--- src/include/cam_consts.svh ---
// ====================================================================
// Camera snapshot constants
// Image geometry, pixel format, quantizer thresholds,
// serial bit timing and sensor reset delay
// ====================================================================
`ifndef CAM_CONSTS_SVH
`define CAM_CONSTS_SVH

// Image geometry, 28 x 28 snapshot
`define IMG_PIXELS 784
`define ADDR_W 10

// Raw sensor pixel width
`define PIXEL_W 12

// Quantizer thresholds, strictly greater than
`define THR_HI 127
`define THR_MID 15
`define THR_LO 7

// ASCII '0', digits run '0' to '3'
`define DIGIT_BASE 8'h30

// Clock cycles per serial bit
`define BAUD_DIV 8

// Cycles from reset release to sensor release
`define RESET_DELAY 32

`endif

--- src/source/cam_pkg.sv ---
// ====================================================================
// Shared camera capture types
// Pixel, address and byte widths, memory request and status structs,
// loader and streamer state encodings
// ====================================================================
`include "cam_consts.svh"

package cam_pkg;

  // Plain widths with a meaning
  typedef logic [`PIXEL_W-1:0] pixel_t;
  typedef logic [`ADDR_W-1:0]  img_addr_t;
  typedef logic [7:0]          char_t;

  // Image store access, wdata ignored on reads
  typedef struct packed {
    logic      valid;
    img_addr_t addr;
    pixel_t    wdata;
  } mem_req_t;

  // Sensor pins, already on CLOCK_50
  typedef struct packed {
    logic   fval;
    logic   lval;
    pixel_t data;
  } sensor_in_t;

  // Board status flags
  typedef struct packed {
    logic armed;
    logic captured;
    logic image_ready;
    logic sent;
  } status_t;

  typedef enum logic [1:0] {WAIT_FRAME, LOADING, FULL} load_state_e;
  typedef enum logic [1:0] {IDLE, READ, SEND, DONE} stream_state_e;

endpackage

--- src/source/uart_tx.sv ---
// ====================================================================
// Serial transmitter, 8N1
// Fixed baud divisor, start bit, eight data bits LSB first, stop bit
// ====================================================================
`timescale 1ns/100ps
`include "cam_consts.svh"

module uart_tx (
  input  logic           CLOCK_50,
  input  logic           KEY,
  input  logic           tx_start,
  input  cam_pkg::char_t tx_char,
  output logic           txd,
  output logic           busy
);

  localparam int BAUD_W = $clog2(`BAUD_DIV);

  logic [BAUD_W-1:0] baud_cnt;
  logic [3:0]        bit_cnt;
  // Stop, data, start, shifted out from bit 0
  logic [9:0]        shifter;
  logic              baud_tick;

  assign baud_tick = (baud_cnt == BAUD_W'(`BAUD_DIV - 1));
  // Line idles high through the ones shifted in behind the frame
  assign txd = shifter[0];

  always_ff @(posedge CLOCK_50 or negedge KEY) begin
    if (!KEY) begin
      busy     <= 1'b0;
      baud_cnt <= '0;
      bit_cnt  <= '0;
      shifter  <= '1;
    end else if (!busy) begin
      // Start only honoured while idle
      if (tx_start) begin
        shifter  <= {1'b1, tx_char, 1'b0};
        busy     <= 1'b1;
        baud_cnt <= '0;
        bit_cnt  <= '0;
      end
    end else if (baud_tick) begin
      baud_cnt <= '0;
      shifter  <= {1'b1, shifter[9:1]};
      // End of stop bit
      if (bit_cnt == 4'd9) begin
        busy <= 1'b0;
      end else begin
        bit_cnt <= bit_cnt + 1'b1;
      end
    end else begin
      baud_cnt <= baud_cnt + 1'b1;
    end
  end

endmodule
--- config.mk ---
export PLATFORM = sky130hd
export DESIGN_NAME = uart_tx
export DESIGN_NICKNAME = d
export VERILOG_FILES = /design/src/source/cam_pkg.sv /design/src/source/uart_tx.sv
export VERILOG_INCLUDE_DIRS = /design/src /design/src/include
export SDC_FILE = /design/constraint.sdc
export NUM_CORES = 1
export LEC_CHECK = 0
export ABC_AREA = 1
export BUFFER_PORTS_ARGS = -buffer_cell sky130_fd_sc_hd__buf_2
export CAP_MARGIN = 10
export CORE_UTILIZATION = 53
export CTS_CLUSTER_SIZE = 12
export DETAILED_ROUTE_END_ITERATION = 7
export PLACE_DENSITY = 0.73
export SLEW_MARGIN = 20
export SYNTH_ARGS = -nofsm -noshare
export SYNTH_HDL_FRONTEND = slang
export SYNTH_SLANG_ARGS = --single-unit
--- constraint.sdc ---
create_clock -name CLOCK_50 -period 1.5 [get_ports CLOCK_50]
set_input_delay 0.225 -clock CLOCK_50 [delete_from_list [all_inputs] [get_ports CLOCK_50]]
set_output_delay 0.225 -clock CLOCK_50 [all_outputs]
set_load 0.01 [all_outputs]
# == Yosys cells after proc, flatten, opt, wreduce, memory -nomap -nowiden ==
# Index checks and enable logic that the tools add are counted.
# word_totals
regBits,18
# classes
add_sub_neg,2
n_eq_ne,4
n_mux,14
reduce_logical,3
# op_table
op,n
$mux W10,3
$mux W4,4
$mux W3,3
$add A4 B1 Y4 const B,1
$eq A4 B4 Y1 const B,1
$mux W1,4
$add A3 B1 Y3 const B,1
$eq A3 B3 Y1 const B,1
$reduce_and A3 Y1,1
$ne A2 B1 Y1 const B,1
$ne A2 B2 Y1 const B,1
$reduce_and A2 Y1,1
$reduce_bool A2 Y1,1

# == Longest topological paths before layout ==
# Gate-level depths: netlist of run 1.
# logic_depth
depth_word,4
mapped_depth,8
depth_no_buf,8

# == Worst setup path after synthesis of run 1 ==
# Ideal clock, no wire load.
# synth_path
path_type,reg-to-reg
startpoint,register baud_cnt[0]
endpoint,register shifter[5]
arrival_time_ns,1.187
t_required_ns,1.416
setup_slack_ns,0.229
path_stages_with_launch,8
path_buffers,1
synth_period_minus_slack_ns,1.271
path_cell_list,dfrtp_1 ha_1 ha_1 nand2_2 nand2_4 buf_6 nor2_1 a31oi_1
# synth_via
elab_chain_cells,3
# synth_rtl
element,line,source
from (decl),uart_tx.sv:19,logic [BAUD_W-1:0] baud_cnt;
from (signal assigned),uart_tx.sv:53,baud_cnt <= baud_cnt + 1'b1;
$eq A3 B3 Y1,uart_tx.sv:25,assign baud_tick = (baud_cnt == BAUD_W'(`BAUD_DIV - 1));
$ne A2 B1 Y1 (no line),-,
$reduce_and A2 Y1 (no line),-,
to (signal assigned),uart_tx.sv:38,"shifter <= {1'b1, tx_char, 1'b0};"
to (signal assigned),uart_tx.sv:45,"shifter <= {1'b1, shifter[9:1]};"
to (decl),uart_tx.sv:22,logic [9:0] shifter;
# No other way between the ends.
# A chain may end at the register's enable or synchronous reset.

# == Final worst setup path of run 1 ==
# layout_path
startpoint,register baud_cnt[0]
endpoint,register bit_cnt[0]
# layout_via
elab_chain_cells,3
# layout_rtl
element,line,source
$eq A3 B3 Y1,uart_tx.sv:25,
$ne A2 B1 Y1 (no line),-,
$reduce_and A3 Y1 (no line),-,
to (signal assigned),uart_tx.sv:50,bit_cnt <= bit_cnt + 1'b1;
to (decl),uart_tx.sv:20,logic [3:0] bit_cnt;
# No other way between the ends.

==> out/results.txt, run 1 <==
Post-DP Area: 910 sq um
Hold WS: 0.161 ns
Final Hold Viols: 0
Pwr Density: 1800 nW/um^2
Die Y: 41.9 um
CTS tree: built
Global route overflow: 0
Largest family of logic cells by synthesized area: simple AND/OR/NAND/NOR gates
Total CTS buffers: 3
Ports: 13
Starting Density: 0.566
Post-Syn Instances: 93
Pins Over Slew Limit: 0
HP Class: input pin to flop
Worst Hold Depth: 3
Post-CTS Setup Bufs: 0
Hold path start: tx_char[7]
Area grow syn2layout: 13.2%
Max cap viols: 0
Crit path cell chain: ha_1 -> ha_1 -> nand2_2 -> inv_1 -> o21ai_0 -> o21ai_0
Synth Area in Simple Gates: 0.235
Drt first pass iters: 4
Final number of setup-violating endpoints: 0
Die area: 1750 sq um
Final setup margin: 0.120 ns
DR WL/cell: 12.4 um
Worst path depth: 6
Max Fclk: 0.724 GHz
Post-Route WL: 1550 um
Worst path required time: 1.67 ns
Setup CP Type: flop to flop
CP max FO: 5
GRT Total Usage: 0.204
Vias in the first global route: 643
FP Rows: 14
Chip width: 41.9 um
Tmin final: 1.38 ns
Post-place setup slack: 0.0845 ns
GP Congestion: 0.784
FF-to-FF path depth: 6
Iter 0 DRT Violations: 20
XOR/XNOR Fraction of Synth Area: 0
Synthesized area per cell: 9.05 sq um
Final instance area: 953 sq um
CTS max path bufs: 2
Layout net count: 125
Ys Warns: 0
Clk_lat worst skew: 0.28 ns
Slew headroom: 0.757
Initial antenna violation count: 0
Root Driver: clkbuf_4
R2r setup slk: 0.12 ns
Via Count: 667
DRC: 0
Critical path buffers and inverters: 1
Post-Route Skew: 0.000878 ns
Distinct cells, synth: 20
Final Non-Filler Cells: 125
Htree depth: 1
Largest net degree at the start of global routing: 18
WP data arrival: 1.55 ns
Slowest cell on crit path: dfrtp_1
Leak: 0.000463 uW
ANT nets after route: 0
Unrepaired setup endpoints after global routing: false
First-pass GRT wire length: 2640 um
Clock sink count: 17
Syn Nets: 108
Fin Setup TNS: 0 ns
Worst setup SP type: flop
Layout cells sized above 1: 0.312
Seq/Total Area, Yosys: 0.519
Period utilization: 0.920
Slew @ Worst Pin: 0.364 ns
Largest vdd supply drop: 972 uV
Synthesis-stage register bit count: 17
Core area: 1490 sq um
R2r endpoint: bit_cnt[0]
Synth Area in Compound Gates: 0.132
DP Wirelength: 1130 um
CP max stage delay: 0.42 ns
Port bufs: 12
Antenna Cells: 0
Adder-Cell Fraction of Synth Area: 0.0594
Delay-heaviest family, CP: flip-flops
Post-synthesis mux area share: 0
Hold Path End: shifter[8]
Worst r2r src: baud_cnt[0]
Post-synthesis cell area: 842 sq um
Endpoint class of the critical path: flop
Clock slew at reported path FFs: 0.09 ns
Cells after DPL: 120
Vias per inst: 5.34
Status: finished clean
cell usage after synthesis:
master	n	area, sq um
dfstp_2	9	236
o21ai_1	1	5.00
a31oi_1	8	50.1
nand3_1	4	20.0
nand2_4	1	11.3
nand4_1	1	6.26
inv_1	4	15.0
nand2_1	26	97.6
a22o_1	1	8.76
or2_4	1	8.76
buf_6	2	22.5
o21ai_0	4	20.0
inv_2	1	3.75
nand2_2	2	12.5
o21ai_2	2	17.5
dfrtp_1	8	200
ha_1	4	50.1
a21oi_1	2	10.0
nor2_1	11	41.3
buf_2	1	5.00
worst max-delay path by stage:
stage | start | end | slack, ns
after floorplan | baud_cnt[0] | shifter[5] | 0.23
after detailed placement | baud_cnt[0] | bit_cnt[3] | 0.08
after global routing | baud_cnt[0] | bit_cnt[0] | 0.00007
after global placement | baud_cnt[0] | bit_cnt[2] | 0.13
after CTS | baud_cnt[0] | bit_cnt[0] | 0.07
final | baud_cnt[0] | bit_cnt[0] | 0.12
power by group:
part           internal (uW)  switching, uW
Clock                    103            131
Sequential               718            153
Combinational            283            327
flip-flops by register name, indices dropped and copies added, names as in the netlist:
| signal | flops |
|---|---|
| shifter | 9 |
| bit_cnt | 4 |
| baud_cnt | 3 |
| busy | 1 |
cells in the final DEF (no fill, tap or decap):
master / count
a21oi_1: 2
or2_4: 1
nand2_2: 2
inv_2: 1
dfstp_2: 9
nand2_4: 2
dlygate4sd3_1: 1
ha_1: 4
o21ai_2: 2
o21ai_0: 4
nor2_1: 11
nand4_1: 1
clkbuf_1: 1
dfrtp_1: 8
a22o_1: 1
a31oi_1: 8
nand3_1: 4
o21ai_1: 1
inv_1: 4
nand2_1: 25
buf_4: 2
clkbuf_4: 3
buf_2: 12
timing repair:
item / 4_1_cts / 5_1_grt
setup endpoints to repair: 0 / 4
hold buffers: 1 / 0
endpoints found under the hold margin: 8 / 0
resized for setup: 0 / 2
layer usage:
metal / up-vias / track usage / routed length (um)
met4: 0 / 0.103 / 9
met1: 309 / 0.234 / 692
met3: 2 / 0.0391 / 52
met2: 15 / 0.356 / 792
met5: - / 0 / 0
li1: 341 / - / -
per-stage QoR:
step / utilization / power [uW]
global placement: 0.611 / 1440
global route: 0.640 / 1860
CTS: 0.635 / 1720
finish: 0.640 / 1710
detailed placement: 0.611 / 1480
floorplan: - / 1330
logic make-up (layout without fill, tap and decap cells):
| kind of cell | Yosys count | in the layout |
|---|---|---|
| AND/OR/NAND/NOR | 46 | 46 |
| flip-flops | 17 | 17 |
| buffers and inverters | 8 | 24 |
| adder cells (fa/ha/maj) | 4 | 4 |
| AO/OA/AOI/OAI | 18 | 18 |
cell type report:
class	count	area, sq um
tap	16	20.0
sequential	17	437
multi-input combinational	68	367
fill	125	536
timing repair buffer	15	85.1
clock buffer	4	26.3
inverter	5	18.8
worst min-delay path, delay by kind of cell:
kind / cells / cell delay (ns)
simple gates: 2 / 0.12
buf+inv: 1 / 0.10
Note: power is estimated with default switching activity, not from simulation.
==> inputs of run 2 (changes only) <==
Settings changed: MAX_ROUTING_LAYER from default to met4.
==> run 2 against run 1 <==
Net effect:
- sequential power hardly changed
- critical path type unchanged
- register-to-register slack barely moved
- routed wire length did not move
==> out/results.txt, run 2 (synthesis gave the netlist of run 1 again) <==
Status: finished clean
Largest net degree at the start of global routing: 18 (unchanged)
Tmin final: 1.38 ns (unchanged)
Die Y: 41.9 um (unchanged)
Slowest cell on crit path: dfrtp_1
Commonest non-fill, non-tap cells in the layout: nand2_1, buf_2, nor2_1
Most flop-heavy register: shifter
First-pass GRT wire length: 2640 um (-0.26%)
Drt first pass iters: 4 (unchanged)
Final Core Density: 0.640 (unchanged)
HP Class: input pin to flop
Initial antenna violation count: 0 (unchanged)
Slew headroom: 0.757 (about the same)
WP data arrival: 1.55 ns (about the same)
Regs by FF count: shifter (9), bit_cnt (4), baud_cnt (3)
Max cap viols: 0 (unchanged)
DP Wirelength: 1130 um (unchanged)
Starting Density: 0.566 (unchanged)
Htree depth: 1 (unchanged)
Hold WS: 0.161 ns (+0.0000300 ns)
Fin Setup TNS: 0 ns (unchanged)
Clk_lat worst skew: 0.28 ns (about the same)
CP max FO: 5 (unchanged)
CTS max path bufs: 2 (unchanged)
DR WL/cell: 12.4 um (unchanged)
Max Fclk: 0.724 GHz (unchanged)
Clock sink count: 17 (unchanged)
Iter 0 DRT Violations: 20 (unchanged)
Ports: 13 (unchanged)
Leading cell type in the layout, fill and taps excluded: nand2_1
Area grow syn2layout: 13.2% (unchanged)
Max reg flops: 9 (unchanged)
Setup CP Type: flop to flop
Layout cells sized above 1: 0.312 (unchanged)
Root Driver: clkbuf_4
Worst path required time: 1.67 ns (about the same)
Post-CTS Setup Bufs: 0 (unchanged)
ANT nets after route: 0 (unchanged)
Vias per inst: 5.34 (unchanged)
Total CTS buffers: 3 (unchanged)
Pins Over Slew Limit: 0 (unchanged)
Worst setup SP type: flop
Chip width: 41.9 um (unchanged)
Die area: 1750 sq um (unchanged)
Unrepaired setup endpoints after global routing: false
CP max stage delay: 0.42 ns (about the same)
Pwr Density: 1800 nW/um^2 (about the same)
Global route overflow: 0 (unchanged)
Vias in the first global route: 643 (unchanged)
Clock slew at reported path FFs: 0.09 ns (about the same)
Core area: 1490 sq um (unchanged)
DRC: 0 (unchanged)
Antenna Cells: 0 (unchanged)
Period utilization: 0.920 (unchanged)
Fillers: 125 (unchanged)
Port bufs: 12 (unchanged)
CTS tree: built
FP Rows: 14 (unchanged)
Final Hold Viols: 0 (unchanged)
Final Power: 1710 uW (about the same)
Via Count: 667 (unchanged)
GP Congestion: 0.795 (+1.4%)
Slew @ Worst Pin: 0.364 ns (-0.0000441 ns)
Leak: 0.000463 uW (unchanged)
Final number of setup-violating endpoints: 0 (unchanged)
Crit path cell chain: ha_1 -> ha_1 -> nand2_2 -> inv_1 -> o21ai_0 -> o21ai_0
Post-Route Skew: 0.000864 ns (-0.0000139 ns)
Post-Route WL: 1550 um (unchanged)
Largest vdd supply drop: 972 uV (unchanged)
GRT Total Usage: 0.209 (+0.00581)
Layout net count: 125 (unchanged)
Endpoint class of the critical path: flop
[run 2: path summary, 6_finish.rpt]
| kind | start | slack, ns | endpoint | depth (start not counted) |
|---|---|---|---|---|
| min in group asynchronous | KEY | 0.38 | bit_cnt[0] | 2 |
| max | baud_cnt[0] | 0.12 | bit_cnt[0] | 6 |
| min reg2reg | shifter[1] | 0.47 | shifter[0] | 2 |
| max in group asynchronous | KEY | 0.82 | shifter[4] | 2 |
| min | tx_char[7] | 0.16 | shifter[8] | 3 |
| max reg2reg | baud_cnt[0] | 0.12 | bit_cnt[0] | 6 |
[run 2: area by class of cell]
| cell class | count | area (sq um) | share of cell area |
|---|---|---|---|
| inverter | 5 | 18.8 | 0.0197 |
| sequential | 17 | 437 | 0.458 |
| multi-input combinational | 68 | 367 | 0.385 |
| clock buffer | 4 | 26.3 | 0.0276 |
| timing repair buffer | 15 | 85.1 | 0.0892 |
| tap | 16 | 20.0 | 0.0210 |
[run 2: through the flow]
stage	cells	cell area [sq um]	setup WS [ns]
after floorplan	93	842	0.229
after global placement	120	910	0.134
after detailed placement	120	910	0.0845
after CTS	125	946	0.0673
after global routing	125	953	0.0000746
final	125	953	0.120
[run 2: repair_timing]
action	in CTS	in global routing
gates resized for setup	0	2
setup endpoints to repair	0	4
hold buffers	1	0
hold endpoints to repair	8	0
[run 2: critical path, delay by kind of cell, from the launching register on]
family | cells | cell delay, ns
AO/OA/AOI/OAI | 2 | 0.21
adder cells (fa/ha/maj) | 2 | 0.42
buffers and inverters | 1 | 0.10
flip-flops | 1 | 0.42
AND/OR/NAND/NOR | 1 | 0.11
[run 2: metal layers]
layer,GRT usage,vias to the layer above,routed length [um]
met5,-,-,0
met4,0.103,0,9
li1,-,341,-
met3,0.0391,2,52
met1,0.234,309,692
met2,0.356,15,792
[run 2: where the power goes]
part           total (uW)  switching [uW]  internal [uW]
clock                 234             131            103
sequential            870             153            718
combinational         610             327            283
total                1710             611           1100
==> inputs of run 3 (changes only) <==
Settings changed: RECOVER_POWER from default to 25.
==> run 3 against run 2 <==
Net effect:
- routed wire length decreased by 0.13%
- sequential power barely moved
- critical path depth did not move
- final area fell by 0.13%
- largest power group unchanged
==> out/results.txt, run 3 (synthesis gave the netlist of run 1 again) <==
Status: finished clean
Core area: 1490 sq um (unchanged)
DP Wirelength: 1130 um (unchanged)
Final Non-Filler Cells: 125 (unchanged)
First-pass GRT wire length: 2640 um (unchanged)
Post-DP Area: 910 sq um (unchanged)
Max reg flops: 9 (unchanged)
Antenna Cells: 0 (unchanged)
Pins Over Slew Limit: 0 (unchanged)
Area grow syn2layout: 13.1%
Clock sink count: 17 (unchanged)
HP Class: input pin to flop
Tmin final: 1.38 ns (unchanged)
Max cap viols: 0 (unchanged)
Largest vdd supply drop: 972 uV (about the same)
Most flop-heavy register: shifter
Fillers: 126 (+0.80%)
Vias per inst: 5.34 (unchanged)
Pwr Density: 1800 nW/um^2 (+0.11%)
Leak: 0.000460 uW (-0.59%)
Port bufs: 12 (unchanged)
ANT nets after route: 0 (unchanged)
Root Driver: clkbuf_4
Commonest non-fill, non-tap cells in the layout: nand2_1, nor2_1, buf_2
Final instance area: 952 sq um (-0.13%)
Worst path required time: 1.67 ns (about the same)
Worst setup SP type: flop
Period utilization: 0.920 (unchanged)
DR WL/cell: 12.4 um (-0.13%)
Final Power: 1710 uW (about the same)
Final number of setup-violating endpoints: 0 (unchanged)
Via Count: 667 (unchanged)
Layout net count: 125 (unchanged)
Post-CTS Setup Bufs: 0 (unchanged)
Fin Setup TNS: 0 ns (unchanged)
Slew headroom: 0.420 (-0.337)
Post-Route WL: 1550 um (-0.13%)
Post-Route Skew: 0.000864 ns (unchanged)
Largest net degree at the start of global routing: 18 (unchanged)
Final Hold Viols: 0 (unchanged)
GRT Total Usage: 0.209 (unchanged)
Iter 0 DRT Violations: 20 (unchanged)
CP max FO: 5 (unchanged)
Unrepaired setup endpoints after global routing: false
GP Congestion: 0.795 (unchanged)
Vias in the first global route: 643 (unchanged)
CTS max path bufs: 2 (unchanged)
Setup CP Type: flop to flop
Clock Power Share: 0.137 (about the same)
Cells after DPL: 120 (unchanged)
Clk_lat worst skew: 0.28 ns (about the same)
Die area: 1750 sq um (unchanged)
Initial antenna violation count: 0 (unchanged)
Drt first pass iters: 4 (unchanged)
Internal: 1100 uW (about the same)
Final Core Density: 0.639 (-0.000840)
Starting Density: 0.566 (unchanged)
Layout cells sized above 1: 0.303 (-0.00917)
Max Fclk: 0.724 GHz (unchanged)
Comb pwr share: 0.356 (about the same)
Clock slew at reported path FFs: 0.09 ns (about the same)
Endpoint class of the critical path: flop
Die Y: 41.9 um (unchanged)
DRC: 0 (unchanged)
Reg power frac: 0.508 (about the same)
Ports: 13 (unchanged)
Leading cell type in the layout, fill and taps excluded: nand2_1
Switching Fraction: 0.357 (about the same)
Chip width: 41.9 um (unchanged)
Global route overflow: 0 (unchanged)
Regs by FF count: shifter (9), bit_cnt (4), baud_cnt (3)
Slew @ Worst Pin: 0.869 ns (+0.506 ns)
CTS tree: built
Net Sw Power: 611 uW (about the same)
WP data arrival: 1.55 ns (about the same)
Total CTS buffers: 3 (unchanged)
FP Rows: 14 (unchanged)
Htree depth: 1 (unchanged)
## run 3: final timing paths
| check | start | endpoint | slack [ns] | cells past startpoint |
|---|---|---|---|---|
| setup / recovery | baud_cnt[0] | bit_cnt[0] | 0.12 | 6 |
| hold / removal | tx_char[7] | shifter[8] | 0.16 | 3 |
| setup reg to reg | baud_cnt[0] | bit_cnt[0] | 0.12 | 6 |
| hold reg to reg | shifter[1] | shifter[0] | 0.47 | 2 |
| max in group asynchronous | KEY | bit_cnt[2] | 0.41 | 2 |
| min in group asynchronous | KEY | bit_cnt[0] | 0.57 | 2 |
## run 3: through the flow
stage | setup WS, ns | hold slack [ns]
after floorplan | 0.229 | -0.0706
after global placement | 0.134 | 0.158
after CTS | 0.0673 | 0.155
after global routing | 0.0000746 | 0.167
after detailed placement | 0.0845 | 0.156
final | 0.120 | 0.161
## run 3: routing by layer
layer  global-route usage  wire length, um  part of all wire  up-vias
li1                     -                -                 -      341
met1                0.234              691              0.45      309
met2                0.356              792              0.51       15
met3               0.0391               52             0.034        2
met4                0.103                9            0.0058        0
met5                    -                0                 0        -
## run 3: area by class of cell
class	instances	area, sq um	share of cell area
sequential	17	437	0.459
multi-input combinational	68	367	0.385
timing repair buffer	15	83.8	0.0880
clock buffer	4	26.3	0.0276
tap	16	20.0	0.0210
inverter	5	18.8	0.0197
## run 3: power by group through the flow
stage	sequential [uW]	combinational [uW]	clock, uW
final	870	610	234
after global routing	904	705	256
after CTS	873	601	248
after detailed placement	879	597	0
after global placement	872	568	0
after floorplan	845	483	0
## run 3: critical path, stage by stage (launching register included)
cell	delay [ns]
dfrtp_1	0.42
ha_1	0.21
ha_1	0.21
nand2_2	0.11
inv_1	0.10
o21ai_0	0.11
o21ai_0	0.10
## run 3: what timing repair did
| item | in CTS | in global routing |
|---|---|---|
| endpoints found under the hold margin | 8 | 0 |
| hold buffers | 1 | 0 |
| resized for setup | 0 | 2 |
| setup endpoints to repair | 0 | 4 |
